File: config.mk
export PLATFORM = sky130hd
export DESIGN_NAME = ram_bank
export DESIGN_NICKNAME = d
export VERILOG_FILES = /design/src/verilog/lsu_pkg.sv /design/src/verilog/ram_bank.sv
export SDC_FILE = /design/constraint.sdc
export NUM_CORES = 2
export LEC_CHECK = 0
export BUFFER_PORTS_ARGS = -buffer_cell sky130_fd_sc_hd__buf_2
export CAP_MARGIN = 20
export CORE_MARGIN = 8
export CORE_UTILIZATION = 39
export CTS_CLUSTER_SIZE = 12
export DETAILED_ROUTE_END_ITERATION = 10
export HOLD_SLACK_MARGIN = 0.12
export SYNTH_ARGS = -nofsm -noshare
export SYNTH_HDL_FRONTEND = slang
export SYNTH_SLANG_ARGS = --single-unit
File: constraint.sdc
create_clock -name clk -period 12.2 [get_ports clk]
set_clock_uncertainty 0.1 [all_clocks]
set_input_delay 2.44 -clock clk [delete_from_list [all_inputs] [get_ports clk]]
set_output_delay 2.44 -clock clk [all_outputs]
set_load 0.01 [all_outputs]
File: src/verilog/lsu_pkg.sv
package lsu_pkg;

  // core side data width
  parameter int CORE_DATA_W = 32;

  // memory bus widths
  parameter int BUS_DATA_W = 64;
  parameter int BUS_STRB_W = BUS_DATA_W / 8;
  parameter int ADDR_W = 32;

  // load function, funct3 encoding
  typedef enum logic [2:0] {
    LD_BS = 3'd0,
    LD_HS = 3'd1,
    LD_W  = 3'd2,
    LD_BU = 3'd4,
    LD_HU = 3'd5
  } load_func_e;

  // store function, funct3 encoding
  typedef enum logic [2:0] {
    ST_B = 3'd0,
    ST_H = 3'd1,
    ST_W = 3'd2
  } store_func_e;

endpackage

File: src/verilog/ram_bank.sv
`timescale 1ns/100ps

module ram_bank import lsu_pkg::*; #(
  parameter  int BANK_WORDS = 64,
  localparam int IDX_W      = $clog2(BANK_WORDS)
) (
  input  logic                  clk,
  input  logic                  rstn,
  input  logic                  arvalid,
  input  logic [IDX_W-1:0]      arindex,
  output logic                  arready,
  output logic                  rvalid,
  output logic [BUS_DATA_W-1:0] rdata,
  input  logic                  rready,
  input  logic                  awvalid,
  input  logic [IDX_W-1:0]      awindex,
  output logic                  awready,
  input  logic                  wvalid,
  input  logic [BUS_DATA_W-1:0] wdata,
  input  logic [BUS_STRB_W-1:0] wstrb,
  output logic                  wready,
  output logic                  bvalid,
  input  logic                  bready
);

  typedef enum logic [1:0] {BK_IDLE, BK_ADDR, BK_RESP} bk_state_e;

  bk_state_e             state;
  logic [IDX_W-1:0]      wr_index;
  logic [BUS_DATA_W-1:0] mem [0:BANK_WORDS-1];

  // read side, no new address while data waits
  assign arready = ~rvalid;

  always_ff @(posedge clk) begin
    if (!rstn) begin
      rvalid <= 1'b0;
    end else if (arvalid && arready) begin
      rvalid <= 1'b1;
    end else if (rready) begin
      rvalid <= 1'b0;
    end
  end

  always_ff @(posedge clk) begin
    if (arvalid && arready) begin
      rdata <= mem[arindex];
    end
  end

  // write side
  assign awready = (state == BK_IDLE);
  assign wready  = (state == BK_ADDR);
  assign bvalid  = (state == BK_RESP);

  always_ff @(posedge clk) begin
    if (!rstn) begin
      state <= BK_IDLE;
    end else begin
      case (state)
        BK_IDLE: if (awvalid && awready) state <= BK_ADDR;
        BK_ADDR: if (wvalid && wready) state <= BK_RESP;
        default: if (bready) state <= BK_IDLE;
      endcase
    end
  end

  always_ff @(posedge clk) begin
    if (awvalid && awready) begin
      wr_index <= awindex;
    end
    if (wvalid && wready) begin
      // strobed bytes only
      for (int i = 0; i < BUS_STRB_W; i++) begin
        if (wstrb[i]) begin
          mem[wr_index][8*i +: 8] <= wdata[8*i +: 8];
        end
      end
    end
  end

endmodule

==> metrics.txt <==
outcome=finished clean; drt first-iter violations=9923; final core occ=43.9%; max_cap viols=0; cell depth of the worst hold path=2; library cells used by synthesis=35; first drt pass iteration count=6; Worst Hold End=rvalid$_SDFFE_PN0P_; vias in the first global route=77.9k; Internal=22.5 mW; via count=77.3k; top cells by area, synth=edfxtp_1 (79%), mux4_2 (15%), nor2_1 (1.3%); Via density=5.89; Post-CTS Setup Bufs=0; Most common cell on crit path=buf_4; met3 Use GR=4.48%; Post-Route WL=445000 um; setup violators final=0; clock share of power=39.8%; Clock transition at path regs=0.06 ns; GR Util All Layers=20.3%; Die ar.=0.428 mm^2; Core Box Area=0.406 mm^2; GRT busiest layer=met2; dpl ws=5.63 ns; min-delay worst type=flop to flop; Final Max Slew Viols=0; worst-margin pin slew=1.26 ns; Slowest-stage cell, CP=or2_2; Bufs on Longest Clock Path=4; Pwr Density=160 mW/mm^2; CTS tree=done; Worst EP arrival=6.24 ns; P_sw=6.16 mW; Ys Warns=0; Crit. End Element=flop; r2r startpoint=wr_index[2]$_DFFE_PP_; port bufs=159; Row Count=234; global-route wire length before repair=618000 um; largest net degree at the start of global routing=104; initial antenna violation count=54; placement-stage cell area=0.166 mm^2; post-route ant nets=0; Comb power frac=4.8%; final worst path period share=45.3%; TNS Setup=0 ns; flop and latch count out of synthesis=4169; reg2reg setup slack=7.94 ns; Final WS setup=6.68 ns; R2R cell count=4; Worst Min Path Start=rvalid$_SDFFE_PN0P_; CTS Buf Count=411; GRT overflow=0; H-tree depth=5; post-synth top area share=78.7%; FF-to-FF End=mem[9][29]$_DFFE_PP_; Syn Nets=7191; Tmin final=5.52 ns; initial core utilization=39.1%; layout cells sized above 1=24.6%; gpl congestion=0.814; Max-slew headroom=16.0%; Sw Ratio=21.5%; CTS Hold Bufs=0; startpoint types=primary input; Final #Nets=7541; final instance area=0.178 mm^2; Root Buffer=clkbuf_16; most frequent cells after synthesis=edfxtp_1 (4166), mux4_2 (1024), nor2_1 (550); RSZ-0062 raised after global routing=no; post-DR wirelength/cell=33.9 um; Setup CP Type=primary input to flop; Layout area overhead=12.3%; worst vdd ir=0.123 mV; Worst Path Max Fanout=45; met2 usage=32.8%; sequential-to-total area share from yosys stat=78.7%; Post-synth ARST share=0%; Resized cells post-CTS=0; met1 Resource Use GR=27.3%; post-synth top area cell=edfxtp_1; critical path's largest stage delay=1.05 ns; Cells after Synth=7100; IO Count=160; Mean Syn Cell Area=22.4 um^2; worst path required time=12.91 ns; CTS sink cnt=4169; count leader, synth=edfxtp_1; Detailed Place HPWL=269000 um; final hold viol count=0; sequential power share=55.3%; Die Wd=654 um; Static Leak=54.0 nW; Max Freq=181 MHz; clock latency on the worst-skew pair=0.96 ns; Die Y=654 um; mapped cell area=0.159 mm^2; Post-synth top flop=edfxtp_1; Remaining DRCs=0; CP Cell Sequence=buf_8, buf_4, buf_4, or2_2, o221ai_1, nor2_1, o211a_1; Post-synth EDFFs=4166
## kinds of logic after synthesis
kind of cell           Yosys count  share of synthesized area [%]
AO/OA/AOI/OAI                  578                           2.76
multiplexers                  1124                           15.1
buffers and inverters          432                           1.30
flip-flops                    4169                           78.7
AND/OR/NAND/NOR                797                           2.06
## flip-flops by register name, indices dropped and copies added (netlist names)
register / count
rdata: 64
state: 2
rvalid: 1
wr_index: 6
mem: 4096
## worst max-delay path: cells and delay by family
kind            cells  cell delay (ns)
compound gates      2             0.49
buf+inv             3             1.76
simple gates        2             1.37
## through the flow
stage / power, mW / std cells / hold WS [ns]
floorplan: 16.8 / 7100 / 0.458
global placement: 17.5 / 12400 / 0.460
detailed placement: 17.5 / 12400 / 0.478
CTS: 28.8 / 13100 / 0.494
global route: 29.3 / 13100 / 0.543
finish: 28.6 / 13100 / 0.489
## placed cells by master, fill, tap and decap left out, types with 3 or more instances in the layout
cell type	n
a22oi_1	256
clkinv_2	18
buf_2	155
a21oi_1	34
dfxtp_1	3
o211a_1	65
nor2_1	547
clkinvlp_4	5
mux4_2	1024
nand2b_2	3
o22ai_1	94
nor2b_1	4
mux2i_1	100
clkinv_1	67
clkbuf_1	98
clkinv_8	6
nand3_1	128
inv_6	9
buf_12	46
nor3b_1	6
clkbuf_16	415
buf_4	161
diode_2	40
nand2_2	12
o221ai_1	64
nor2b_4	5
clkinv_16	4
and2_4	3
inv_16	3
nand2_1	67
nor2_4	3
edfxtp_1	4166
a211oi_1	63
## power by group through the flow
stage / Combinational, mW / Sequential, mW / Clock (mW)
3_3_place_gp: 1.34 / 16.2 / 0
2_1_floorplan: 0.708 / 16.1 / 0
6_report: 1.39 / 15.8 / 11.4
3_5_place_dp: 1.37 / 16.2 / 0
4_1_cts: 1.37 / 15.8 / 11.5
5_1_grt: 1.45 / 15.8 / 12.0
## routing by layer
layer  wire (um)  up-vias
met5         208        -
met3       42000      733
met2      214000     3999
met1      172000    41800
met4       17400       32
li1            -    30800
## worst max path at each step
| stage | start | cells past startpoint | endpoint | slack (ns) |
|---|---|---|---|---|
| CTS | arindex[2] | 8 | rdata[49]$_DFFE_PP_ | 6.65 |
| detailed placement | arindex[2] | 8 | rdata[49]$_DFFE_PP_ | 5.63 |
| global route | arindex[2] | 8 | rdata[49]$_DFFE_PP_ | 6.62 |
| finish | arindex[2] | 7 | rdata[9]$_DFFE_PP_ | 6.68 |
| floorplan | arvalid | 1 | rdata[0]$_DFFE_PP_ | 6.35 |
| global placement | arindex[2] | 8 | rdata[49]$_DFFE_PP_ | 5.68 |
## area by class of cell
class | instances | area [um^2]
Antenna cell | 40 | 100
Clock buffer | 513 | 10800
Clock inverter | 114 | 796
Fill cell | 34000 | 228000
Inverter | 3 | 11.3
Multi-Input combinational cell | 2499 | 31800
Sequential cell | 4169 | 125000
Tap cell | 5428 | 6790
Timing Repair Buffer | 366 | 2970
(Power assumes the default switching activity.)
