## config.mk

```make
export PLATFORM = sky130hd
export DESIGN_NAME = lsu
export DESIGN_NICKNAME = d
export VERILOG_FILES = /design/src/verilog/lsu_pkg.sv /design/src/verilog/lsu.sv
export SDC_FILE = /design/constraint.sdc
export NUM_CORES = 1
export LEC_CHECK = 0
export BUFFER_PORTS_ARGS = -buffer_cell sky130_fd_sc_hd__clkbuf_2
export CAP_MARGIN = 40
export CORE_AREA = 2 2 137 139
export CTS_BUF_LIST = sky130_fd_sc_hd__clkbuf_16
export DETAILED_ROUTE_END_ITERATION = 16
export DIE_AREA = 0 0 139 141
export SYNTH_ARGS = -nofsm -noshare
export SYNTH_HDL_FRONTEND = slang
export SYNTH_SLANG_ARGS = --single-unit
```

## constraint.sdc

```tcl
create_clock -name clk -period 3.15 [get_ports clk]
set_clock_uncertainty 0.05 [all_clocks]
set_input_delay 0 -clock clk [delete_from_list [all_inputs] [get_ports clk]]
set_output_delay 0 -clock clk [all_outputs]
set_load 0.03 [all_outputs]
```

## src/verilog/lsu_pkg.sv

```systemverilog
package lsu_pkg;

  // core side data width
  parameter int CORE_DATA_W = 32;

  // memory bus widths
  parameter int BUS_DATA_W = 64;
  parameter int BUS_STRB_W = BUS_DATA_W / 8;
  parameter int ADDR_W = 32;

  // load function, funct3 encoding
  typedef enum logic [2:0] {
    LD_BS = 3'd0,
    LD_HS = 3'd1,
    LD_W  = 3'd2,
    LD_BU = 3'd4,
    LD_HU = 3'd5
  } load_func_e;

  // store function, funct3 encoding
  typedef enum logic [2:0] {
    ST_B = 3'd0,
    ST_H = 3'd1,
    ST_W = 3'd2
  } store_func_e;

endpackage

```

## src/verilog/lsu.sv

```systemverilog
`timescale 1ns/100ps

module lsu import lsu_pkg::*; (
  input  logic                   clk,
  input  logic                   rstn,
  // core load request and response
  input  logic [ADDR_W-1:0]      raddr,
  input  load_func_e             rfunc,
  input  logic                   rreq_valid,
  output logic                   rreq_ready,
  output logic [CORE_DATA_W-1:0] rdata,
  output logic                   rres_valid,
  input  logic                   rres_ready,
  // core store request and response
  input  store_func_e            wfunc,
  input  logic [ADDR_W-1:0]      waddr,
  input  logic [CORE_DATA_W-1:0] wdata,
  input  logic                   wreq_valid,
  output logic                   wreq_ready,
  output logic                   wres_valid,
  input  logic                   wres_ready,
  // bus read channels
  output logic                   arvalid,
  output logic [ADDR_W-1:0]      araddr,
  input  logic                   arready,
  input  logic                   rvalid,
  input  logic [BUS_DATA_W-1:0]  bus_rdata,
  output logic                   rready,
  // bus write channels
  output logic                   awvalid,
  output logic [ADDR_W-1:0]      awaddr,
  output logic                   wvalid,
  output logic [BUS_DATA_W-1:0]  bus_wdata,
  output logic [BUS_STRB_W-1:0]  wstrb,
  input  logic                   awready,
  input  logic                   wready,
  input  logic                   bvalid,
  output logic                   bready
);

  logic [2:0]            rshift_q;
  load_func_e            rfunc_q;
  logic [BUS_DATA_W-1:0] rdata_shifted;
  logic [BUS_STRB_W-1:0] base_mask;
  logic                  aw_open;
  logic                  w_open;

  // load path
  assign arvalid    = rreq_valid;
  assign araddr     = raddr;
  assign rreq_ready = arready;

  // byte offset and function kept for the response
  always_ff @(posedge clk) begin
    if (arvalid && arready) begin
      rshift_q <= raddr[2:0];
      rfunc_q  <= rfunc;
    end
  end

  assign rdata_shifted = bus_rdata >> {rshift_q, 3'b000};

  always_comb begin
    case (rfunc_q)
      LD_BS: rdata = {{(CORE_DATA_W-8){rdata_shifted[7]}}, rdata_shifted[7:0]};
      LD_BU: rdata = {{(CORE_DATA_W-8){1'b0}}, rdata_shifted[7:0]};
      LD_HS: rdata = {{(CORE_DATA_W-16){rdata_shifted[15]}}, rdata_shifted[15:0]};
      LD_HU: rdata = {{(CORE_DATA_W-16){1'b0}}, rdata_shifted[15:0]};
      default: rdata = rdata_shifted[CORE_DATA_W-1:0];
    endcase
  end

  assign rres_valid = rvalid;
  assign rready     = rres_ready;

  // store path, data and strobes moved to the byte lane
  always_comb begin
    case (wfunc)
      ST_B: base_mask = BUS_STRB_W'(1);
      ST_H: base_mask = BUS_STRB_W'(3);
      default: base_mask = BUS_STRB_W'(15);
    endcase
  end

  assign wstrb     = base_mask << waddr[2:0];
  assign bus_wdata = BUS_DATA_W'(wdata) << {waddr[2:0], 3'b000};
  assign awaddr    = waddr;

  // high while aw or w of the current store is still to be sent
  always_ff @(posedge clk) begin
    if (!rstn || (bvalid && bready)) begin
      aw_open <= 1'b1;
      w_open  <= 1'b1;
    end else begin
      if (awvalid && awready) begin
        aw_open <= 1'b0;
      end
      if (wvalid && wready) begin
        w_open <= 1'b0;
      end
    end
  end

  assign awvalid = wreq_valid & aw_open;
  assign wvalid  = wreq_valid & w_open;

  // request taken with the w beat, once aw is through
  assign wreq_ready = w_open & wready & (awready | ~aw_open);

  assign wres_valid = bvalid;
  assign bready     = wres_ready;

endmodule

```

==> qor.yml <==
nNetsFinal: 839
ys_seq_area_share_pct: 6.26
cp-end-kind: "output port"
reg2reg_from: "w_open"
critPathMaxFanout: 23
hold_viol_final: 0
portBuffers: 233
grt_pass1_vias: 4379
cts_inserted_buffers: 3
cts_repair_resize_count: 0
clockRootBuffer: "clkbuf_16"
min_path_type: "in2reg"
start_kind: "register"
synthTopCellsByCount: "buf_4, mux2i_1, nand2_1"
worstHoldStart: "wres_ready"
drv_slew: 0
layout_min_cycle_time_ps: 2750
rr_worst_depth: 2
min_to: "aw_open"
vdd_drop_max_mv: 0.156
use_met1_pct: 16.8
holdPathStages: 4
clock_latency_ps: 230
cts_tree: "yes"
synth_nets: 628
critPathKind: "reg2out"
ys.flop_type: "edfxtp_1"
drc: 0
num-fill-cells: 2002
rows: 50
multiInputGateArea_mm2: 0.00253
synth_edf_count: 6
setup_ws_ps: 398
netlist.area_leader.share_pct: 16.0
cts.clk_slew.worst_paths_ps: 40
finalSetupTns_ps: 0
drt_iter0_markers: 144
syn_to_final_growth_pct: 45.2
dieWidth_um: 139
max_slew.worst_pin.slew_ps: 799
synth_area_leaders: "buf_4, mux2i_1, mux4_2"
dp_slack_ps: 624
wirelength_mm: 15.9
grt_use_met2_pct: 29.0
drtAntennaViolNets: 0
io_pins: 354
grt_use_total_pct: 15.0
netlist_instances: 451
synth_warnings: 0
max_stage_delay_ps: 720
setup_viol: 0
finish.utilization_pct: 27.9
post_drt_via_cell_ratio: 4.77
dp_hpwl_mm: 13.0
status: "completed"
r2r-end: "w_open"
syn_avg_cell_area_um2: 7.80
final_cells: 897
clockBufferDepth: 2
dp.cells: 821
antenna_found_initial: 3
crit_chain: "buf_4 -> mux2i_1 -> nor3_1 -> o31ai_4 -> o211ai_1 -> clkbuf_2"
busiest_layer: "met2"
regArea_um2: 220
holdWs_ps: 36.0
r2r_slack_ps: 1990
ys_ff_latch: 8
die_h_um: 141
crit_required_ps: 3100
fp.dieArea_mm2: 0.0196
slowest_stage: "o31ai_4"
ys_types: 44
clock_sinks: 8
powerDensity_mw_per_mm2: 285
crit_arrival_ps: 2700
fmax_mhz: 363
fin_crit_sh_pct: 87.4
vias: 4281
synth.most_common_cell: "buf_4"
yosys.area.top_type: "buf_4"
detail_route.first_pass.iterations: 4
rsz0062_at_grt: "false"
p_leak_nw: 2.46
htreeDepth: 1
coreArea_mm2: 0.0183
grt_max_degree: 44
drive_above_1_share_pct: 44.8
gp_congestion: 0.857
drv_cap: 0
start_util_pct: 19.2
use_met3_pct: 2.51
relSlewSlack_pct: 46.5
syn_area_mm2: 0.00352
grt_pass1_wl_mm: 23.9
async_reset_ff_share_pct: 0
wl_per_cell_um: 17.8
gr-total-overflow: 0
-- report_power, final --
part	leakage (nW)	internal, mW	switching (mW)	total [mW]
combinational	2.35	0.394	0.710	1.10
clock	0.0423	0.166	0.0534	0.219
sequential	0.0728	0.122	0.00901	0.131
-- flip-flops by register name (all words and copies together) (netlist names) --
register	flops
aw_open	1
rshift_q	3
rfunc_q	3
w_open	1
-- layout by cell type (no fill, tap or decap), drive strengths merged, types with 2 or more instances in the layout --
cell and n:
a2bb2oi 2, diode 2, buf 11, and2 15, o21ai 32, dlygate4sd3 70
a21o 3, a22o 11, o22ai 10, inv 7, a211oi 9, nor2 46
nand2b 6, mux4 21, clkbuf 236, nor3 3, mux2i 49, a32oi 7
nand2 48, edfxtp 6, nand3 2, nor2b 3, a21oi 14, o211ai 15
mux2 20, dfxtp 2, o2bb2ai 3
-- stage by stage --
stage	cell area, um^2	power [mW]
after global placement	4320	1.07
after detailed placement	4320	1.07
final	5100	1.45
after global routing	5100	1.54
after CTS	5100	1.47
after floorplan	3520	0.925
-- worst max-delay path by stage --
stage	startpoint	to	slack, ps
finish	rshift_q[0]	rdata[22]	400
detailed placement	rshift_q[0]	rdata[22]	620
global placement	rshift_q[0]	rdata[22]	740
floorplan	rshift_q[0]	rdata[13]	1350
global route	rshift_q[0]	rdata[22]	230
CTS	rshift_q[0]	rdata[22]	370
-- cell families (layout without fill, tap and decap cells) --
| family | after synthesis | in the layout | share of synthesized area [%] |
|---|---|---|---|
| flops | 8 | 8 | 6.26 |
| other cells | 0 | 2 | 0 |
| simple gates | 128 | 128 | 16.4 |
| compound gates | 111 | 111 | 21.8 |
| buf+inv | 114 | 324 | 21.6 |
| mux | 90 | 90 | 33.9 |
-- worst max-delay path: cells and delay by family (launching register included) --
family | cells | cell delay (ps)
flops | 1 | 560
compound gates | 2 | 970
simple gates | 1 | 110
buf+inv | 2 | 570
mux | 1 | 250
-- area by class of cell --
cell class,instances,area share (%)
clock buffer,3,1.47
clock inverter,1,0.0735
timing repair buffer,314,38.2
sequential,8,4.31
tap,234,5.74
antenna,2,0.0981
inverter,6,0.441
multi-input combinational,329,49.7
-- per-layer routing --
metal  part of all wire (%)  up-vias
met1                     37     1990
li1                       -     2005
met5                  0.069        -
met2                     53      256
met3                    7.8       28
met4                    2.2        2
-- what timing repair did --
action                    4_1_cts  5_1_grt
setup buffers                   0        0
hold endpoints to repair       68        0
hold buffers                   70        0
Note: power is estimated with default switching activity, not from simulation.
