**config.mk**
```make
export PLATFORM = sky130hd
export DESIGN_NAME = resp_merge
export DESIGN_NICKNAME = d
export VERILOG_FILES = /design/src/verilog/lsu_pkg.sv /design/src/verilog/resp_merge.sv
export SDC_FILE = /design/constraint.sdc
export NUM_CORES = 1
export LEC_CHECK = 0
export ABC_AREA = 1
export BUFFER_PORTS_ARGS = -buffer_cell sky130_fd_sc_hd__clkbuf_2
export CORE_AREA = 4 4 130 132
export DETAILED_ROUTE_END_ITERATION = 16
export DIE_AREA = 0 0 134 136
export GPL_TIMING_DRIVEN = 0
export SLEW_MARGIN = 20
export SYNTH_ARGS = -nofsm -noshare
export SYNTH_HDL_FRONTEND = slang
export SYNTH_SLANG_ARGS = --single-unit
export TNS_END_PERCENT = 10
```
**constraint.sdc**
```tcl
create_clock -name vclk -period 0.8
set_input_delay 0.12 -clock vclk [all_inputs]
set_output_delay 0.12 -clock vclk [all_outputs]
set_load 0.01 [all_outputs]
```
**src/verilog/lsu_pkg.sv**
```systemverilog
package lsu_pkg;

  // core side data width
  parameter int CORE_DATA_W = 32;

  // memory bus widths
  parameter int BUS_DATA_W = 64;
  parameter int BUS_STRB_W = BUS_DATA_W / 8;
  parameter int ADDR_W = 32;

  // load function, funct3 encoding
  typedef enum logic [2:0] {
    LD_BS = 3'd0,
    LD_HS = 3'd1,
    LD_W  = 3'd2,
    LD_BU = 3'd4,
    LD_HU = 3'd5
  } load_func_e;

  // store function, funct3 encoding
  typedef enum logic [2:0] {
    ST_B = 3'd0,
    ST_H = 3'd1,
    ST_W = 3'd2
  } store_func_e;

endpackage

```
**src/verilog/resp_merge.sv**
```systemverilog
`timescale 1ns/100ps

module resp_merge import lsu_pkg::*; #(
  parameter int NUM_BANKS = 4
) (
  input  logic [NUM_BANKS-1:0]                 bank_rvalid,
  input  logic [NUM_BANKS-1:0][BUS_DATA_W-1:0] bank_rdata,
  input  logic [NUM_BANKS-1:0]                 bank_bvalid,
  output logic [NUM_BANKS-1:0]                 bank_rready,
  output logic [NUM_BANKS-1:0]                 bank_bready,
  output logic                                 rvalid,
  output logic [BUS_DATA_W-1:0]                rdata,
  output logic                                 bvalid,
  input  logic                                 rready,
  input  logic                                 bready
);

  // at most one bank answers per channel
  assign rvalid = |bank_rvalid;
  assign bvalid = |bank_bvalid;

  assign bank_rready = bank_rvalid & {NUM_BANKS{rready}};
  assign bank_bready = bank_bvalid & {NUM_BANKS{bready}};

  // one-hot and-or mux
  always_comb begin
    rdata = '0;
    for (int i = 0; i < NUM_BANKS; i++) begin
      if (bank_rvalid[i]) begin
        rdata = rdata | bank_rdata[i];
      end
    end
  end

endmodule
```
==> flow_summary.toml, run 1 <==
[drt]
top_layer = "met4"
drt_iter0_drc = 108
wl_um = 14200
dr_wl_met3_um = 1074
drc_errors = 0
vias = 4465
viasPerCell = 3.746
ant_nets = 0
met1_length_um = 5486
firstDrtPassIters = 4
avgRoutedWirePerCell_um = 11.92
wl_met2_um = 7553

[final_layout]
drive_above_1_share_pct = 39.86
synthToLayoutAreaGrowth_pct = 105.0
seq_cell_count = 0
antenna-diode-count = 0
stdcell_count = 1192
regArea_um2 = 0
design_area_um2 = 4992
final_common_cell = "nand2_1"
nNetsFinal = 1244
final_cell_mix = "449 x nand2_1, 328 x clkbuf_2, 134 x inv_1"
nClkBuffers = 0
finish.utilization_pct = 31.77

[critical_path]
critPathCaptureType = "output pin"
cp.required_ps = 680
cp_data_arrival_time_ps = 750
critPathMaxFanout = 6
worstSetupPathType = "in2out"
startpoint_type = "input pin"

[floorplanning]
die_area_um2 = 18220
die_x_um = 134
rows = 46
ioPinCount = 340
fp.dieH_um = 136
initial_core_util_pct = 15.50
core_um2 = 15710

[timing]
min_period_ps = 868.1
worst_slack_ps = -68.11
fin_crit_sh_pct = 108.5
whs_ps = 531.6
worstMarginPinSlew_ps = 121.1
rsz0062_at_grt = "true"
max_freq_mhz = 1152
relSlewSlack_pct = 91.90
hold_viol_final = 0
setup_viol_count_final = 42
drv_slew = 0
setup-tns-final_ps = -1872

[place]
place_congestion = 0.8444
hpwlAfterDp_um = 11520
detailed_place.area_um2 = 4387
dpl.cell_count = 1178
pre_cts_slack_ps = -292.7
port_buffers = 336

[run_status]
outcome = "complete, but fails checks"
violations = "setup timing"

[power_and_ir_drop]
vdd.ir_drop.worst_mv = 0.2979
power.static_leakage_nw = 3.748
p_total_mw = 2.642
power.density_nw_per_um2 = 529.2

[synth]
synth-xor-area-share_pct = 0
synth_top_family_by_area = "simple AND/OR/NAND/NOR gates"
synth_area_um2 = 2435
yosysWarningCount = 0
synth_top_area_share_pct = 70.61
synth_compound_area_share_pct = 0
synth_seq_area_share_pct = 0
syn_inst = 626
synth_cell_types = 5
synth_fp_nets = 892
muxShareOfSynthArea_pct = 0
synthAdderAreaFrac_pct = 0
yosysTopAreaCell = "nand2_1"
ys_top_cells_by_area = "nand2_1 71%, inv_1 21%, buf_4 6.2%"
syn_avg_cell_area_um2 = 3.890
yosys.area_share.simple_pct = 71.22

[global_routing]
grt_max_degree = 12
grt_pass1_vias = 4019
grtUsageTotal_pct = 12.88
gr-total-overflow = 0
grt_pass1_wl_um = 19270
antenna_found_initial = 0

[hold_path]
hp-class = "in2out"
whs_endpoint = "bank_bready[3]"
hold_depth = 4
min_from = "bank_bvalid[3]"

[run]
timing.max_cap.violations = 0
cell families (layout without fill, tap and decap cells):
group                  after synthesis  count (layout)
buffers and inverters              164             514
and+or+nand+nor                    462             462
cell type report:
type                            count  area [um^2]
Multi-Input combinational cell    462         1757
Buffer                             28        447.9
Fill cell                        1809        10720
Timing Repair Buffer              350         2007
Tap cell                          216        270.3
Inverter                          136        510.5
Yosys cell counts (all sizes together):
cell / number
inv: 136
nor2: 4
buf: 28
nand2: 458
routing by layer:
layer	vias to the layer above	GRT usage (%)
li1	2431	-
met1	1837	14.84
met2	187	25.63
met3	10	2.517
met4	0	0.5143
met5	-	0
critical path, stage by stage:
cell and delay, ps:
buf_16 130, clkbuf_16 150, nand2_1 60, nand2_1 50, inv_1 60, nand2_1 50
clkbuf_2 120
repair_timing:
item,4_1_cts,5_1_grt
hold buffers,0,0
hold endpoints to repair,0,0
pin swaps,2,2
setup buffers,0,1
cloned,1,12
setup endpoints to repair,64,59
resized for setup,59,29
how the worst max path moves through the flow:
stage / startpoint / endpoint / slack, ps / cells past startpoint
floorplan: bank_rvalid[3] / rdata[14] / 50 / 6
global route: bank_rvalid[0] / rdata[38] / -140 / 7
global placement: bank_rvalid[0] / rdata[36] / -280 / 7
finish: bank_rvalid[0] / rdata[41] / -70 / 7
CTS: bank_rvalid[2] / rdata[22] / -90 / 7
detailed placement: bank_rvalid[1] / rdata[36] / -290 / 7
report_power, final:
group,internal [mW],switching [mW],total (mW),leakage [nW]
Clock,0,0,0,0
Sequential,0,0,0,0
Combinational,1.36,1.28,2.64,3.75
No activity file was read; power rests on OpenSTA's default activity.
==> run 2, diff against run 1 <==
--- a/config.mk
+++ b/config.mk
@@ -5,11 +5,10 @@
 export SDC_FILE = /design/constraint.sdc
 export NUM_CORES = 1
 export LEC_CHECK = 0
-export ABC_AREA = 1
 export BUFFER_PORTS_ARGS = -buffer_cell sky130_fd_sc_hd__clkbuf_2
-export CORE_AREA = 4 4 130 132
+export CORE_AREA = 4 4 128 130
 export DETAILED_ROUTE_END_ITERATION = 16
-export DIE_AREA = 0 0 134 136
+export DIE_AREA = 0 0 132 134
 export GPL_TIMING_DRIVEN = 0
 export SLEW_MARGIN = 20
 export SYNTH_ARGS = -nofsm -noshare
==> run 2 against run 1 <==
  * The flow still finishes with violations (setup timing)
  * Combinational power shrank 2%
  * Largest cell class unchanged
  * Synthesized cell count shrank 63%
  * Wire length shrank 8.9%
  * Global-route usage shrank 0.57 points
  * Cell count shrank 36%
  * Critical path depth shrank 1
  * First-iteration DRC count grew 110%
  * Total power shrank 2.3%
==> flow_summary.toml, run 2 <==
[run_status]
outcome = "complete, but fails checks"
violations = "setup timing"

[timing]
rsz0062_at_grt = "true"
relSlewSlack_pct = 85.08
worstMarginPinSlew_ps = 223.8
worst_slack_ps = -278.0
whs_ps = 531.5
max_freq_mhz = 927.6
setup_viol_count_final = 70
drv_slew = 0
fin_crit_sh_pct = 134.8
hold_viol_final = 0
min_period_ps = 1078

[power_and_ir_drop]
power.density_nw_per_um2 = 599.3
p_total_mw = 2.582
vdd.ir_drop.worst_mv = 0.2384
power.static_leakage_nw = 2.280

[global_routing]
grt_pass1_vias = 3537
gr-total-overflow = 0
grt_max_degree = 11
grt_pass1_wl_um = 17930
antenna_found_initial = 0
grtUsageTotal_pct = 12.31

[place]
hpwlAfterDp_um = 10170
pre_cts_slack_ps = -410.4
port_buffers = 340
dpl.cell_count = 758
place_congestion = 0.8963

[synth]
synth_seq_area_share_pct = 0
synth_fp_nets = 496
synth_most_common_cell = "a22oi_1"
syn_inst = 230
synth_top_area_share_pct = 64.32
synth_area_um2 = 1494
ys_top_cells_by_area = "a22oi_1 64%, nand2_1 16%, buf_6 11%"
synth_cell_types = 6
yosysTopAreaCell = "a22oi_1"
syn_avg_cell_area_um2 = 6.495
yosys-top-cells-count = "128 x a22oi_1, 64 x nand2_1, 14 x buf_2, 14 x buf_6, 8 x and2_1"
yosysWarningCount = 0

[drt]
drc_errors = 0
avgRoutedWirePerCell_um = 16.85
firstDrtPassIters = 4
wl_um = 12940
viasPerCell = 4.457
vias = 3423
drt_iter0_drc = 232
ant_nets = 0

[hold_path]
hp-class = "in2out"

[final_layout]
synthToLayoutAreaGrowth_pct = 188.4
seq_cell_count = 0
regArea_um2 = 0
drive_above_1_share_pct = 80.52
final_cell_mix = "329 x clkbuf_2, 85 x a22oi_2, 64 x nand2_1"
antenna-diode-count = 0
finish.utilization_pct = 28.45
final_common_cell = "clkbuf_2"
nNetsFinal = 848
multi_input_area_um2 = 1703
fillerInstances = 1635
stdcell_count = 768
nClkBuffers = 0

[floorplanning]
die_x_um = 132
core_um2 = 15150
fp.dieH_um = 134
ioPinCount = 340
die_area_um2 = 17690
initial_core_util_pct = 9.864
rows = 45

[run]
timing.max_cap.violations = 0

[critical_path]
critPathCaptureType = "output pin"
cp_data_arrival_time_ps = 960
startpoint_type = "input pin"
cp.required_ps = 680
worstSetupPathType = "in2out"
critPathMaxFanout = 10
==> run 2: cell types whose count changed after synthesis, sizes merged <==
cell   previous run  this run
and2              0         8
or4               0         2
a22oi             0       128
inv             136         0
nor2              4         0
nand2           458        64
==> run 2: report_power, final <==
| group | leakage [nW] | switching (mW) | internal [mW] |
|---|---|---|---|
| registers | 0 | 0 | 0 |
| clock network | 0 | 0 | 0 |
| logic | 2.28 | 1.18 | 1.40 |
| total | 2.28 | 1.18 | 1.40 |
==> run 2: per-layer routing <==
metal	global-route usage [%]	vias to the layer above	part of all wire, %
met5	0	-	0
met4	1.050	0	0.74
met3	1.463	8	5.9
met2	24.37	189	56
met1	14.63	1594	37
li1	-	1632	-
==> run 2: kinds of logic after synthesis <==
group	share of synthesized area, %
AOI/OAI and AO/OA	64.32
and+or+nand+nor	20.44
buffers and inverters	15.24
==> run 2: through the flow <==
step           cell area [um^2]  TNS, ps
2_1_floorplan              1498   -11.90
3_3_place_gp               3435   -18520
3_5_place_dp               3435   -18760
4_1_cts                    3845   -15460
5_1_grt                    4309   -16960
6_report                   4309   -14270
==> run 2: area by class of cell <==
| class | instances | area share (%) |
|---|---|---|
| Timing Repair Buffer | 350 | 45.50 |
| Multi-Input combinational cell | 202 | 39.52 |
| Buffer | 28 | 9.524 |
| Tap cell | 188 | 5.459 |
==> run 2: worst paths after layout <==
| kind | to | start | cells after the start | slack [ps] |
|---|---|---|---|---|
| worst max-delay path | rdata[61] | bank_rvalid[0] | 6 | -280 |
| worst min-delay path | rdata[39] | bank_rdata[231] | 4 | 530 |
==> run 2: repair_timing <==
item	4_1_cts	5_1_grt
setup endpoints to repair	70	70
pin swaps	4	6
gates resized for setup	79	82
hold buffers	0	0
buffers inserted	1	3
gates cloned	2	4
==> run 2: worst max-delay path: stages <==
cell,delay (ps)
clkbuf_16,130
buf_12,150
buf_8,150
a22oi_1,160
nand2_1,100
clkbuf_2,140
==> run 3, diff against run 2 <==
--- a/config.mk
+++ b/config.mk
@@ -10,6 +10,7 @@
 export DETAILED_ROUTE_END_ITERATION = 16
 export DIE_AREA = 0 0 132 134
 export GPL_TIMING_DRIVEN = 0
+export SKIP_LAST_GASP = 1
 export SLEW_MARGIN = 20
 export SYNTH_ARGS = -nofsm -noshare
 export SYNTH_HDL_FRONTEND = slang
==> run 3 against run 2 <==
  * The flow still finishes with violations (setup timing)
  * Cell count up 0.26%
  * Combinational power is 8.5% lower
  * Final area down 7.4%
  * Total power down 8.5%
  * Highest routed layer unchanged
==> flow_summary.toml, run 3 (synthesis results as in run 2) <==
[floorplanning]
fp.dieH_um = 134
initial_core_util_pct = 9.864
rows = 45
die_area_um2 = 17690
core_um2 = 15150
ioPinCount = 340
die_x_um = 132

[final_layout]
regArea_um2 = 0
nNetsFinal = 850
final_common_cell = "clkbuf_2"
stdcell_count = 770
drive_above_1_share_pct = 69.76
final_cell_mix = "332 x clkbuf_2, 103 x a22oi_1, 64 x nand2_1"
finish.utilization_pct = 26.34
seq_cell_count = 0
nClkBuffers = 0
antenna-diode-count = 0
design_area_um2 = 3990
synthToLayoutAreaGrowth_pct = 167.1

[critical_path]
cp_data_arrival_time_ps = 930
critPathCaptureType = "output pin"
crit_family = "buffers and inverters"
crit_path_cell_trace = "buf_6, buf_12, buf_12, a22oi_2, nand2_1, clkbuf_2"
worstSetupPathType = "in2out"
crit_top_cell = "buf_12"
slowest_stage = "a22oi_2"
cp.required_ps = 680
critPathBufInv = 4
critPathMaxStageDelay_ps = 200
startpoint_type = "input pin"
critPathMaxFanout = 10

[run]
timing.max_cap.violations = 0

[timing]
worstMarginPinSlew_ps = 216.3
setup-tns-final_ps = -13890
drv_slew = 0
fin_crit_sh_pct = 130.8
relSlewSlack_pct = 85.58
hold_viol_final = 0
worst_slack_ps = -246.1
min_period_ps = 1046
max_freq_mhz = 955.9
rsz0062_at_grt = "true"
setup_viol_count_final = 70
whs_ps = 531.3

[place]
pre_cts_slack_ps = -410.4
hpwlAfterDp_um = 10170
detailed_place.area_um2 = 3435
port_buffers = 340
place_congestion = 0.8963
dpl.cell_count = 758

[global_routing]
grt_max_degree = 11
gr-total-overflow = 0
grt_pass1_vias = 3529
grtUsageTotal_pct = 12.20
antenna_found_initial = 0
grt_pass1_wl_um = 17830

[run_status]
outcome = "complete, but fails checks"
violations = "setup timing"

[power_and_ir_drop]
p_total_mw = 2.363
pwr-share-clk_pct = 0
sequentialPowerShare_pct = 0
power.static_leakage_nw = 2.263
p_sw_share_pct = 45.41
power.density_nw_per_um2 = 592.3
power.internal_mw = 1.290
vdd.ir_drop.worst_mv = 0.2210
p_switching_mw = 1.073
comb_power_share_pct = 100.0

[hold_path]
hold_depth = 4
hp-class = "in2out"
whs_endpoint = "rdata[39]"
min_from = "bank_rdata[231]"

[drt]
ant_nets = 0
firstDrtPassIters = 5
avgRoutedWirePerCell_um = 16.69
wl_um = 12850
drc_errors = 0
drt_iter0_drc = 236
viasPerCell = 4.440
vias = 3419
==> run 3: power by group through the flow <==
stage	clock, mW	combinational [mW]	sequential, mW
2_1_floorplan	0	0.872	0
3_3_place_gp	0	2.01	0
3_5_place_dp	0	2.02	0
4_1_cts	0	2.19	0
5_1_grt	0	2.57	0
6_report	0	2.36	0
==> run 3: layout make-up <==
class / instances / area [um^2]
Timing Repair Buffer: 352 / 1988
Buffer: 28 / 371.6
Tap cell: 188 / 235.2
Multi-Input combinational cell: 202 / 1395
Fill cell: 1678 / 11160
==> run 3: repair_timing <==
action | in CTS | in global routing
hold endpoints to repair | 0 | 0
pin swaps | 3 | 7
setup endpoints to repair | 70 | 70
cloned | 2 | 7
hold buffers | 0 | 0
buffers inserted | 1 | 2
resized for setup | 47 | 37
==> run 3: worst max-delay path by stage <==
stage                    from   endpoint  slack, ps  depth (start not counted)
2_1_floorplan  bank_rvalid[0]     rvalid        -10                          1
3_3_place_gp   bank_rvalid[1]  rdata[34]       -400                          6
3_5_place_dp   bank_rvalid[1]  rdata[34]       -410                          6
4_1_cts        bank_rvalid[2]  rdata[25]       -270                          6
5_1_grt        bank_rvalid[2]  rdata[45]       -290                          6
6_report       bank_rvalid[3]  rdata[35]       -250                          6
==> run 3: routing by layer <==
layer	GRT usage, %	up-vias	routed length, um
met5	0	-	0
met4	1.342	0	99
met3	1.575	12	946
met2	23.83	213	7037
met1	14.59	1554	4770
li1	-	1640	-
