File: src/verilog/lsu_pkg.sv
package lsu_pkg;

  // core side data width
  parameter int CORE_DATA_W = 32;

  // memory bus widths
  parameter int BUS_DATA_W = 64;
  parameter int BUS_STRB_W = BUS_DATA_W / 8;
  parameter int ADDR_W = 32;

  // load function, funct3 encoding
  typedef enum logic [2:0] {
    LD_BS = 3'd0,
    LD_HS = 3'd1,
    LD_W  = 3'd2,
    LD_BU = 3'd4,
    LD_HU = 3'd5
  } load_func_e;

  // store function, funct3 encoding
  typedef enum logic [2:0] {
    ST_B = 3'd0,
    ST_H = 3'd1,
    ST_W = 3'd2
  } store_func_e;

endpackage

File: src/verilog/bank_router.sv
`timescale 1ns/100ps

module bank_router import lsu_pkg::*; #(
  parameter  int NUM_BANKS  = 4,
  parameter  int BANK_WORDS = 64,
  localparam int SEL_W      = $clog2(NUM_BANKS),
  localparam int IDX_W      = $clog2(BANK_WORDS)
) (
  input  logic                                  clk,
  input  logic                                  rstn,
  input  logic                                  arvalid,
  input  logic [ADDR_W-1:0]                     araddr,
  output logic                                  arready,
  input  logic                                  awvalid,
  input  logic [ADDR_W-1:0]                     awaddr,
  output logic                                  awready,
  input  logic                                  wvalid,
  input  logic [BUS_DATA_W-1:0]                 wdata,
  input  logic [BUS_STRB_W-1:0]                 wstrb,
  output logic                                  wready,
  input  logic                                  r_done,
  input  logic                                  b_done,
  output logic [NUM_BANKS-1:0]                  bank_arvalid,
  output logic [NUM_BANKS-1:0][IDX_W-1:0]       bank_araddr,
  input  logic [NUM_BANKS-1:0]                  bank_arready,
  output logic [NUM_BANKS-1:0]                  bank_awvalid,
  output logic [NUM_BANKS-1:0][IDX_W-1:0]       bank_awaddr,
  input  logic [NUM_BANKS-1:0]                  bank_awready,
  output logic [NUM_BANKS-1:0]                  bank_wvalid,
  output logic [NUM_BANKS-1:0][BUS_DATA_W-1:0]  bank_wdata,
  output logic [NUM_BANKS-1:0][BUS_STRB_W-1:0]  bank_wstrb,
  input  logic [NUM_BANKS-1:0]                  bank_wready
);

  typedef enum logic {RD_IDLE, RD_BUSY} rd_state_e;
  typedef enum logic [1:0] {WR_IDLE, WR_DATA, WR_RESP} wr_state_e;

  rd_state_e        rd_state;
  wr_state_e        wr_state;
  logic [SEL_W-1:0] ar_sel;
  logic [SEL_W-1:0] aw_sel;
  logic [SEL_W-1:0] wr_bank;

  // double word interleave, bank bits sit right above the byte offset
  assign ar_sel = araddr[3 +: SEL_W];
  assign aw_sel = awaddr[3 +: SEL_W];

  // payload goes to every bank, only the valid is steered
  assign bank_araddr = {NUM_BANKS{araddr[3+SEL_W +: IDX_W]}};
  assign bank_awaddr = {NUM_BANKS{awaddr[3+SEL_W +: IDX_W]}};
  assign bank_wdata  = {NUM_BANKS{wdata}};
  assign bank_wstrb  = {NUM_BANKS{wstrb}};

  always_comb begin
    bank_arvalid = '0;
    bank_awvalid = '0;
    bank_wvalid  = '0;
    if (rd_state == RD_IDLE) begin
      bank_arvalid[ar_sel] = arvalid;
    end
    if (wr_state == WR_IDLE) begin
      bank_awvalid[aw_sel] = awvalid;
    end
    if (wr_state == WR_DATA) begin
      bank_wvalid[wr_bank] = wvalid;
    end
  end

  assign arready = (rd_state == RD_IDLE) && bank_arready[ar_sel];
  assign awready = (wr_state == WR_IDLE) && bank_awready[aw_sel];
  assign wready  = (wr_state == WR_DATA) && bank_wready[wr_bank];

  // one read in flight until the core takes the response
  always_ff @(posedge clk) begin
    if (!rstn) begin
      rd_state <= RD_IDLE;
    end else if (rd_state == RD_IDLE) begin
      if (arvalid && arready) begin
        rd_state <= RD_BUSY;
      end
    end else if (r_done) begin
      rd_state <= RD_IDLE;
    end
  end

  always_ff @(posedge clk) begin
    if (!rstn) begin
      wr_state <= WR_IDLE;
    end else begin
      case (wr_state)
        WR_IDLE: if (awvalid && awready) wr_state <= WR_DATA;
        WR_DATA: if (wvalid && wready) wr_state <= WR_RESP;
        default: if (b_done) wr_state <= WR_IDLE;
      endcase
    end
  end

  always_ff @(posedge clk) begin
    if (awvalid && awready) begin
      wr_bank <= aw_sel;
    end
  end

endmodule

File: config.mk
export PLATFORM = sky130hd
export DESIGN_NAME = bank_router
export DESIGN_NICKNAME = d
export VERILOG_FILES = /design/src/verilog/lsu_pkg.sv /design/src/verilog/bank_router.sv
export SDC_FILE = /design/constraint.sdc
export NUM_CORES = 1
export LEC_CHECK = 0
export CORE_AREA = 5 5 193 195
export DETAILED_ROUTE_END_ITERATION = 12
export DIE_AREA = 0 0 198 200
export DONT_BUFFER_PORTS = 1
export PLACE_DENSITY = 0.3
export SLEW_MARGIN = 30
export SYNTH_ARGS = -nofsm -noshare
export SYNTH_HDL_FRONTEND = slang
export SYNTH_SLANG_ARGS = --single-unit
File: constraint.sdc
create_clock -name clk -period 4.5 [get_ports clk]
set_clock_uncertainty 0.15 [all_clocks]
set_input_delay 0.45 -clock clk [delete_from_list [all_inputs] [get_ports clk]]
set_output_delay 0.45 -clock clk [all_outputs]
set_load 0.05 [all_outputs]
==> results of run 1 <==
## sequential cells by signal, summed over array words and instances, names as in the netlist
signal and flops:
wr_bank 2, wr_state 2, rd_state 1
## stage by stage
step,setup WS (ns),power [mW],util
after CTS,2.25,0.255,0.0307
after floorplan,2.04,0.904,-
final,2.27,0.251,0.0307
after detailed placement,2.38,0.105,0.0285
after global placement,2.37,0.106,0.0285
after global routing,2.12,0.261,0.0307
## final cells by class
cell class / instances / share of cell area
clock buffers: 4 / 0.0729
flip-flops and latches: 5 / 0.111
well taps: 461 / 0.534
multi-input cells: 38 / 0.265
repair buffers: 2 / 0.0139
inverters: 1 / 0.00347
## cell usage after synthesis
library cell | count | area [um2]
nor2_1 | 6 | 22.5
nor3_1 | 3 | 15.0
edfxtp_1 | 2 | 60.1
a21o_1 | 1 | 7.51
and3b_2 | 1 | 10.0
nand3b_1 | 2 | 15.0
nand3_1 | 3 | 15.0
inv_1 | 1 | 3.75
nor3b_1 | 2 | 15.0
buf_4 | 336 | 2520
nand2_1 | 8 | 30.0
and2_1 | 1 | 6.26
and3_2 | 1 | 7.51
and3_1 | 1 | 6.26
a221oi_2 | 1 | 15.0
dfxtp_1 | 3 | 60.1
and3_4 | 1 | 11.3
nor2b_1 | 3 | 18.8
mux4_2 | 3 | 67.6
and3b_1 | 1 | 8.76
## power by group through the flow
stage	registers [mW]	logic [mW]	clock network (mW)
after floorplan	0.0539	0.850	0
after global placement	0.0550	0.0510	0
after detailed placement	0.0551	0.0503	0
after CTS	0.0542	0.0506	0.150
after global routing	0.0548	0.0525	0.154
final	0.0541	0.0499	0.147
## layer usage
metal,up-vias,track usage
li1,174,-
met1,192,0.00344
met2,208,0.0234
met3,65,0.0279
met4,0,0.0288
met5,-,0
## layout by cell type (no fill, tap or decap)
cell type  n
nor2_1     6
and3_2     1
and3_1     1
nand3b_1   2
nor3_1     2
and3b_2    1
clkbuf_1   1
buf_4      2
and3b_1    1
edfxtp_1   2
mux4_2     3
dfxtp_1    3
and2_1     1
nand2_1    8
inv_1      1
nor2b_1    3
nand3_1    3
clkbuf_16  3
nor3b_2    2
a21o_1     1
a221oi_2   1
and3_4     1
nor3_2     1
## kinds of logic (layout without fill, tap and decap cells)
kind of cell / count (synthesis) / in the layout
buffers and inverters: 337 / 7
and+or+nand+nor: 33 / 33
DFF: 5 / 5
muxes: 3 / 3
AOI/OAI and AO/OA: 2 / 2
## worst max path at each step
stage,from,end,slack [ns],cells after the start
floorplan,arvalid,bank_arvalid[0],2.04,2
global placement,araddr[3],arready,2.37,2
detailed placement,araddr[3],arready,2.38,2
CTS,wr_state[1],bank_awvalid[1],2.25,3
global route,wr_state[1],bank_awvalid[1],2.12,3
finish,wr_state[1],bank_awvalid[1],2.27,3
==> results.sh, run 1 <==
export IMPL_status="finished clean"
export IMPL_hp_start="awaddr[3]"
export IMPL_r2r_slack_ns=2.92
export IMPL_drv_slew=0
export IMPL_gr_total_overflow=0
export IMPL_intPower_uw=182
export IMPL_cts_setup_buffers=0
export IMPL_viasPerCell=1.25
export IMPL_yosysUniqueCellTypes=20
export IMPL_synth_area_mux_share=0.0232
export IMPL_htree_num_levels=1
export IMPL_diodes=0
export IMPL_tightest_slew_ns=0.927
export IMPL_cts_tree="yes"
export IMPL_grt_pass1_wl_um=5100
export IMPL_crit_arrival_ns=1.63
export IMPL_dieWidth_um=198
export IMPL_stdcell_count=511
export IMPL_startpoint_type="flip-flop"
export IMPL_wl_met3_um=1560
export IMPL_finalCritPeriodShare=0.495
export IMPL_yosys_warnings=0
export IMPL_place_port_buffers=0
export IMPL_drc=0
export IMPL_min_period_ns=2.23
export IMPL_required_ns=3.90
export IMPL_num_rows=69
export IMPL_met2_length_um=1620
export IMPL_p_sw_uw=69.4
export IMPL_timing_fmax_mhz=449
export IMPL_gp_congestion=0.623
export IMPL_hold_end="wr_bank[0]"
export IMPL_fp_dieH_um=200
export IMPL_finalInstanceArea_um2=1080
export IMPL_drive_gt1_frac=0.300
export IMPL_crit_top_cell="nor2_1"
export IMPL_finalSetupTns_ns=0
export IMPL_path_class="flip-flop to output port"
export IMPL_max_slew_margin=0.381
export IMPL_crit_family="simple AND/OR/NAND/NOR gates"
export IMPL_placed_cell_area_um2=1000
export IMPL_postSynthCellCount=380
export IMPL_hold_path_depth=0
export IMPL_synth_compound_area_frac=0.00772
export IMPL_ff2ff_path_depth=3
export IMPL_dp_cells=507
export IMPL_hold_class="primary input to flip-flop"
export IMPL_rsz0062_at_grt="no"
export IMPL_clkPwrFrac=0.586
export IMPL_ys_seq_area_frac=0.0412
export IMPL_clk_pin_slew_ns=0.03
export IMPL_leakagePower_nw=0.219
export IMPL_numCtsBuffers=3
export IMPL_dieArea_um2=39600
export IMPL_r2r_start="wr_bank[0]"
export IMPL_root_buffer="clkbuf_16"
export IMPL_clock_path_buffers=2
export IMPL_syn_num_nets=535
export IMPL_synthAdderAreaFrac=0
export IMPL_crit_chain="nor2_1 > nand3_1 > nor2_1"
export IMPL_cpPeakStageDelay_ns=0.69
export IMPL_antenna_found_initial=0
export IMPL_highest_layer="met4"
export IMPL_vias=639
export IMPL_critPathCaptureType="output port"
export IMPL_first_iter_violations=24
export IMPL_track_usage=0.0175
export IMPL_netlist_area_um2=2920
export IMPL_comb_power_share=0.198
export IMPL_clk_latency_ns=0.23
export IMPL_seqPwrFrac=0.215
export IMPL_grt_max_degree=7
export IMPL_hold_buffers=0
export IMPL_multi_input_area_um2=287
export IMPL_syn_to_final_growth_pct=-63.0
export IMPL_worst_path_buf_inv=0
export IMPL_drtPass1Iterations=2
export IMPL_setup_viol=0
export IMPL_cp_max_fo=6
export IMPL_synth_seq_cells=5
export IMPL_postRouteWirelength_um=4150
export IMPL_crit_slowest_cell="nor2_1"
export IMPL_syn_avg_cell_area_um2=7.68
export IMPL_p_sw_frac=0.276
export IMPL_seq_area_um2=120
export IMPL_place_hpwl_um=3560
export IMPL_coreArea_um2=35200
export IMPL_synth_xor_area_frac=0
export IMPL_yosys_area_share_simple=0.0622
export IMPL_wire_per_inst_um=8.12
export IMPL_grt_pass1_vias=701
export IMPL_hold_viol=0
export IMPL_r2r_end="wr_state[0]"
export IMPL_ant_nets=0
export IMPL_fill_cells=4217
export IMPL_synth_top_family_by_area="buffers and inverters"
export IMPL_met1Wirelength_um=397
export IMPL_post_cts_resized=0
export IMPL_num_io_pins=506
export IMPL_clock_sinks=5
export IMPL_power_density_nw_per_um2=232
export IMPL_vdd_ir_drop_max_v=0.000211
export IMPL_nets=206
export IMPL_cap_violations=0
export IMPL_hold_slack_ns=0.167
export IMPL_start_util=0.0828
(Power assumes the default switching activity.)
==> run 2, diff against run 1 <==
==> constraint.sdc (replaced) <==
create_clock -name clk -period 1.9 [get_ports clk]
set_clock_uncertainty 0.15 [all_clocks]
set_input_delay 0.19 -clock clk [delete_from_list [all_inputs] [get_ports clk]]
set_output_delay 0.19 -clock clk [all_outputs]
set_load 0.05 [all_outputs]
==> run 2 against run 1 <==
Against the previous run: clock-buffer cell count is the same; critical path depth shrank 1; register-to-register slack worse by 2.5 ns; highest routed layer unchanged; hold slack lost 0.13 ns; via count rose by 10%; combinational power increased to 2.9 times the previous value.
==> results.sh, run 2 (same netlist as run 1, synthesis figures left out) <==
export IMPL_hold_slack_ns=0.0395
export IMPL_num_io_pins=506
export IMPL_leakagePower_nw=0.293
export IMPL_track_usage=0.0200
export IMPL_status="finished clean"
export IMPL_viasPerCell=1.34
export IMPL_gp_congestion=0.645
export IMPL_top_regs="wr_bank (2), wr_state (2), rd_state (1)"
export IMPL_clk_latency_ns=0.23
export IMPL_htree_num_levels=1
export IMPL_crit_slowest_cell="mux4_2"
export IMPL_pre_cts_ws_ns=0.292
export IMPL_clk_pin_slew_ns=0.03
export IMPL_postRouteWirelength_um=4680
export IMPL_drv_slew=0
export IMPL_hold_buffers=5
export IMPL_timing_fmax_mhz=545
export IMPL_coreArea_um2=35200
export IMPL_ant_nets=0
export IMPL_crit_family="multiplexers"
export IMPL_numCtsBuffers=3
export IMPL_min_period_ns=1.83
export IMPL_diodes=0
export IMPL_drtPass1Iterations=3
export IMPL_worst_path_buf_inv=0
export IMPL_startpoint_type="flip-flop"
export IMPL_drc=0
export IMPL_required_ns=1.56
export IMPL_place_hpwl_um=3830
export IMPL_finalInstanceArea_um2=1210
export IMPL_place_port_buffers=0
export IMPL_dieArea_um2=39600
export IMPL_post_cts_resized=0
export IMPL_finalSetupTns_ns=0
export IMPL_cap_violations=0
export IMPL_tightest_slew_ns=0.507
export IMPL_drive_gt1_frac=0.400
export IMPL_vdd_ir_drop_max_v=0.000445
export IMPL_clock_path_buffers=2
export IMPL_power_uw=621
export IMPL_fp_dieH_um=200
export IMPL_setup_ws_ns=0.0661
export IMPL_clock_sinks=5
export IMPL_vias=706
export IMPL_cp_max_fo=3
export IMPL_wl_met3_um=1530
export IMPL_hold_class="primary input to flip-flop"
export IMPL_gr_total_overflow=0
export IMPL_max_slew_margin=0.664
export IMPL_syn_to_final_growth_pct=-58.5
export IMPL_highest_layer="met4"
export IMPL_hold_viol=0
export IMPL_start_util=0.0828
export IMPL_crit_chain="mux4_2 > and3b_2"
export IMPL_num_rows=69
export IMPL_cts_setup_buffers=0
export IMPL_met1Wirelength_um=442
export IMPL_path_class="flip-flop to output port"
export IMPL_cpPeakStageDelay_ns=0.56
export IMPL_met2_length_um=1940
export IMPL_final_common_cell="buf_4"
export IMPL_grt_max_degree=7
export IMPL_rsz0062_at_grt="no"
export IMPL_power_density_nw_per_um2=513
export IMPL_wire_per_inst_um=8.90
export IMPL_crit_arrival_ns=1.49
export IMPL_antenna_found_initial=0
export IMPL_grt_pass1_vias=818
export IMPL_root_buffer="clkbuf_16"
export IMPL_dieWidth_um=198
export IMPL_nets=221
export IMPL_final_cell_mix="buf_4, nand2_1, nor2_1"
export IMPL_cts_tree="yes"
export IMPL_critPathCaptureType="output port"
export IMPL_grt_pass1_wl_um=5820
export IMPL_setup_viol=0
export IMPL_placed_cell_area_um2=1080
export IMPL_finalCritPeriodShare=0.965
export IMPL_first_iter_violations=3
-- run 2: cell count changes in the layout (fill, tap and decap cells not counted) --
| cell | before | now |
|---|---|---|
| buf_4 | 2 | 12 |
| dlygate4sd3_1 | 0 | 5 |
| nor3_1 | 2 | 1 |
| nor3_2 | 1 | 2 |
-- run 2: layout make-up --
cell class,instances,area (um2)
inverter,1,3.75
sequential,5,120
tap,461,577
multi-input combinational,38,292
timing repair buffer,17,140
fill,4217,34000
clock buffer,4,78.8
-- run 2: routing by layer --
layer,vias up,track usage
met4,0,0.0367
li1,203,-
met1,206,0.00506
met5,-,0
met2,209,0.0290
met3,88,0.0248
-- run 2: worst paths after layout --
kind / from / end / slack (ns) / cells past startpoint
setup / recovery: wr_bank[0] / wready / 0.07 / 2
hold / removal: b_done / wr_state[0] / 0.04 / 2
setup reg to reg: wr_bank[0] / wr_state[0] / 0.43 / 3
hold reg to reg: rd_state / rd_state / 0.36 / 2
-- run 2: metrics by stage --
step / cells / util
2_1_floorplan: 380 / -
3_3_place_gp: 517 / 0.0307
3_5_place_dp: 517 / 0.0307
4_1_cts: 526 / 0.0344
5_1_grt: 526 / 0.0344
6_report: 526 / 0.0344
-- run 2: power breakdown --
part           switching [mW]  internal, mW
Combinational          0.0948        0.0520
Clock                  0.0683         0.278
Sequential            0.00713         0.120
Total                   0.170         0.450
==> run 3, diff against run 2 <==
--- a/config.mk
+++ b/config.mk
@@ -5,11 +5,13 @@
 export SDC_FILE = /design/constraint.sdc
 export NUM_CORES = 1
 export LEC_CHECK = 0
+export CELL_PAD_IN_SITES_DETAIL_PLACEMENT = 1
+export CELL_PAD_IN_SITES_GLOBAL_PLACEMENT = 2
 export CORE_AREA = 5 5 193 195
 export DETAILED_ROUTE_END_ITERATION = 12
 export DIE_AREA = 0 0 198 200
 export DONT_BUFFER_PORTS = 1
-export PLACE_DENSITY = 0.3
+export PLACE_DENSITY = 0.41
 export SLEW_MARGIN = 30
 export SYNTH_ARGS = -nofsm -noshare
 export SYNTH_HDL_FRONTEND = slang
==> run 3 against run 2 <==
Against the previous run: first-iteration DRC count grew to 3.0 times the previous value; hold slack lost 0.040 ns; final cell count is the same; largest power group unchanged; the flow now finishes with violations (hold timing); worst setup slack lost 0.0058 ns; fmax shrank 0.32%; largest cell class unchanged; flip-flop and latch count is the same; sequential power is essentially flat; highest routed layer unchanged; clock power shrank 2%.
==> results.sh, run 3 (same netlist as run 1, synthesis figures left out) <==
export IMPL_status="complete, but fails checks"
export IMPL_violations="hold timing"
export IMPL_clk_pin_slew_ns=0.03
export IMPL_grtUsageMet2=0.0283
export IMPL_seq_area_um2=120
export IMPL_num_io_pins=506
export IMPL_viasPerCell=1.30
export IMPL_power_density_nw_per_um2=512
export IMPL_fill_cells=4236
export IMPL_startpoint_type="flip-flop"
export IMPL_dieWidth_um=198
export IMPL_hold_class="primary input to flip-flop"
export IMPL_cts_setup_buffers=0
export IMPL_tightest_slew_ns=0.497
export IMPL_drc=0
export IMPL_track_usage=0.0192
export IMPL_drv_slew=0
export IMPL_grt_pass1_wl_um=5710
export IMPL_antenna_found_initial=0
export IMPL_critPathCaptureType="output port"
export IMPL_syn_to_final_growth_pct=-58.4
export IMPL_cap_violations=0
export IMPL_stdcell_count=526
export IMPL_htree_num_levels=1
export IMPL_num_rows=69
export IMPL_timing_fmax_mhz=544
export IMPL_clock_path_buffers=2
export IMPL_rsz0062_at_grt="no"
export IMPL_dp_cells=519
export IMPL_coreArea_um2=35200
export IMPL_place_hpwl_um=3820
export IMPL_first_iter_violations=9
export IMPL_hold_slack_ns=-0.000602
export IMPL_setup_viol=0
export IMPL_place_port_buffers=0
export IMPL_fp_dieH_um=200
export IMPL_grt_max_degree=7
export IMPL_vdd_ir_drop_max_v=0.000281
export IMPL_finalInstanceArea_um2=1210
export IMPL_start_util=0.0828
export IMPL_nets=221
export IMPL_crit_chain="mux4_2 > and3b_2"
export IMPL_drive_gt1_frac=0.415
export IMPL_grt_pass1_vias=768
export IMPL_met3_usage=0.0205
export IMPL_dieArea_um2=39600
export IMPL_placed_cell_area_um2=1100
export IMPL_min_period_ns=1.84
export IMPL_ant_nets=0
export IMPL_fin_util=0.0345
export IMPL_path_class="flip-flop to output port"
export IMPL_final_common_cell="buf_4"
export IMPL_leakagePower_nw=0.297
export IMPL_hold_viol=1
export IMPL_post_cts_resized=0
export IMPL_clock_sinks=5
export IMPL_numCtsBuffers=3
export IMPL_crit_arrival_ns=1.50
export IMPL_grt_busiest_layer="met4"
export IMPL_cp_max_fo=3
export IMPL_diodes=0
export IMPL_crit_slowest_cell="mux4_2"
export IMPL_max_slew_margin=0.671
export IMPL_finalCritPeriodShare=0.968
export IMPL_pre_cts_ws_ns=0.283
export IMPL_cpPeakStageDelay_ns=0.56
export IMPL_grt_util_met1=0.00790
export IMPL_root_buffer="clkbuf_16"
export IMPL_wire_per_inst_um=8.47
export IMPL_cts_tree="yes"
export IMPL_clk_latency_ns=0.22
export IMPL_vias=683
export IMPL_final_cell_mix="buf_4, nand2_1, nor2_1"
export IMPL_required_ns=1.56
export IMPL_hold_buffers=3
export IMPL_multi_input_area_um2=287
export IMPL_drtPass1Iterations=4
export IMPL_top_regs="wr_bank (2), wr_state (2), rd_state (1)"
export IMPL_postRouteWirelength_um=4460
export IMPL_gp_congestion=0.720
export IMPL_setup_ws_ns=0.0603
export IMPL_gr_total_overflow=0
[run 3: cell count changes in the layout (fill, tap and decap cells not counted), sizes merged]
cell         change
dlygate4sd3      -2
buf              +2
[run 3: cell type report]
class,instances,share of cell area
repair buffers,17,0.122
clock buffers,4,0.0649
multi-input cells,38,0.236
inverters,1,0.00309
well taps,461,0.475
flip-flops and latches,5,0.0990
[run 3: critical path: cells and delay by family, from the launching register on]
kind | cells | cell delay [ns]
mux | 1 | 0.56
flops | 1 | 0.36
simple gates | 1 | 0.35
[run 3: stage by stage]
stage               total power [mW]  TNS, ns
floorplan                       2.14   -0.176
global placement               0.277        0
detailed placement             0.279        0
CTS                            0.634        0
global route                   0.651        0
finish                         0.621        0
[run 3: power breakdown]
| group | total, mW | internal (mW) | switching [mW] | leakage [nW] |
|---|---|---|---|---|
| logic | 0.154 | 0.0546 | 0.0991 | 0.216 |
| registers | 0.128 | 0.120 | 0.00726 | 0.0432 |
| clock network | 0.340 | 0.277 | 0.0623 | 0.0382 |
[run 3: metal layers]
layer / up-vias / wire length (um)
met5: - / 0
met4: 0 / 653
met3: 86 / 1230
met2: 171 / 1900
met1: 223 / 670
li1: 203 / -
[run 3: final timing paths]
path | slack [ns] | cells after the start | endpoint | start
max | 0.06 | 2 | wready | wr_bank[0]
min | -0.0006 | 2 | rd_state | r_done
max reg2reg | 0.41 | 3 | wr_state[0] | wr_bank[0]
min reg2reg | 0.35 | 2 | rd_state | rd_state
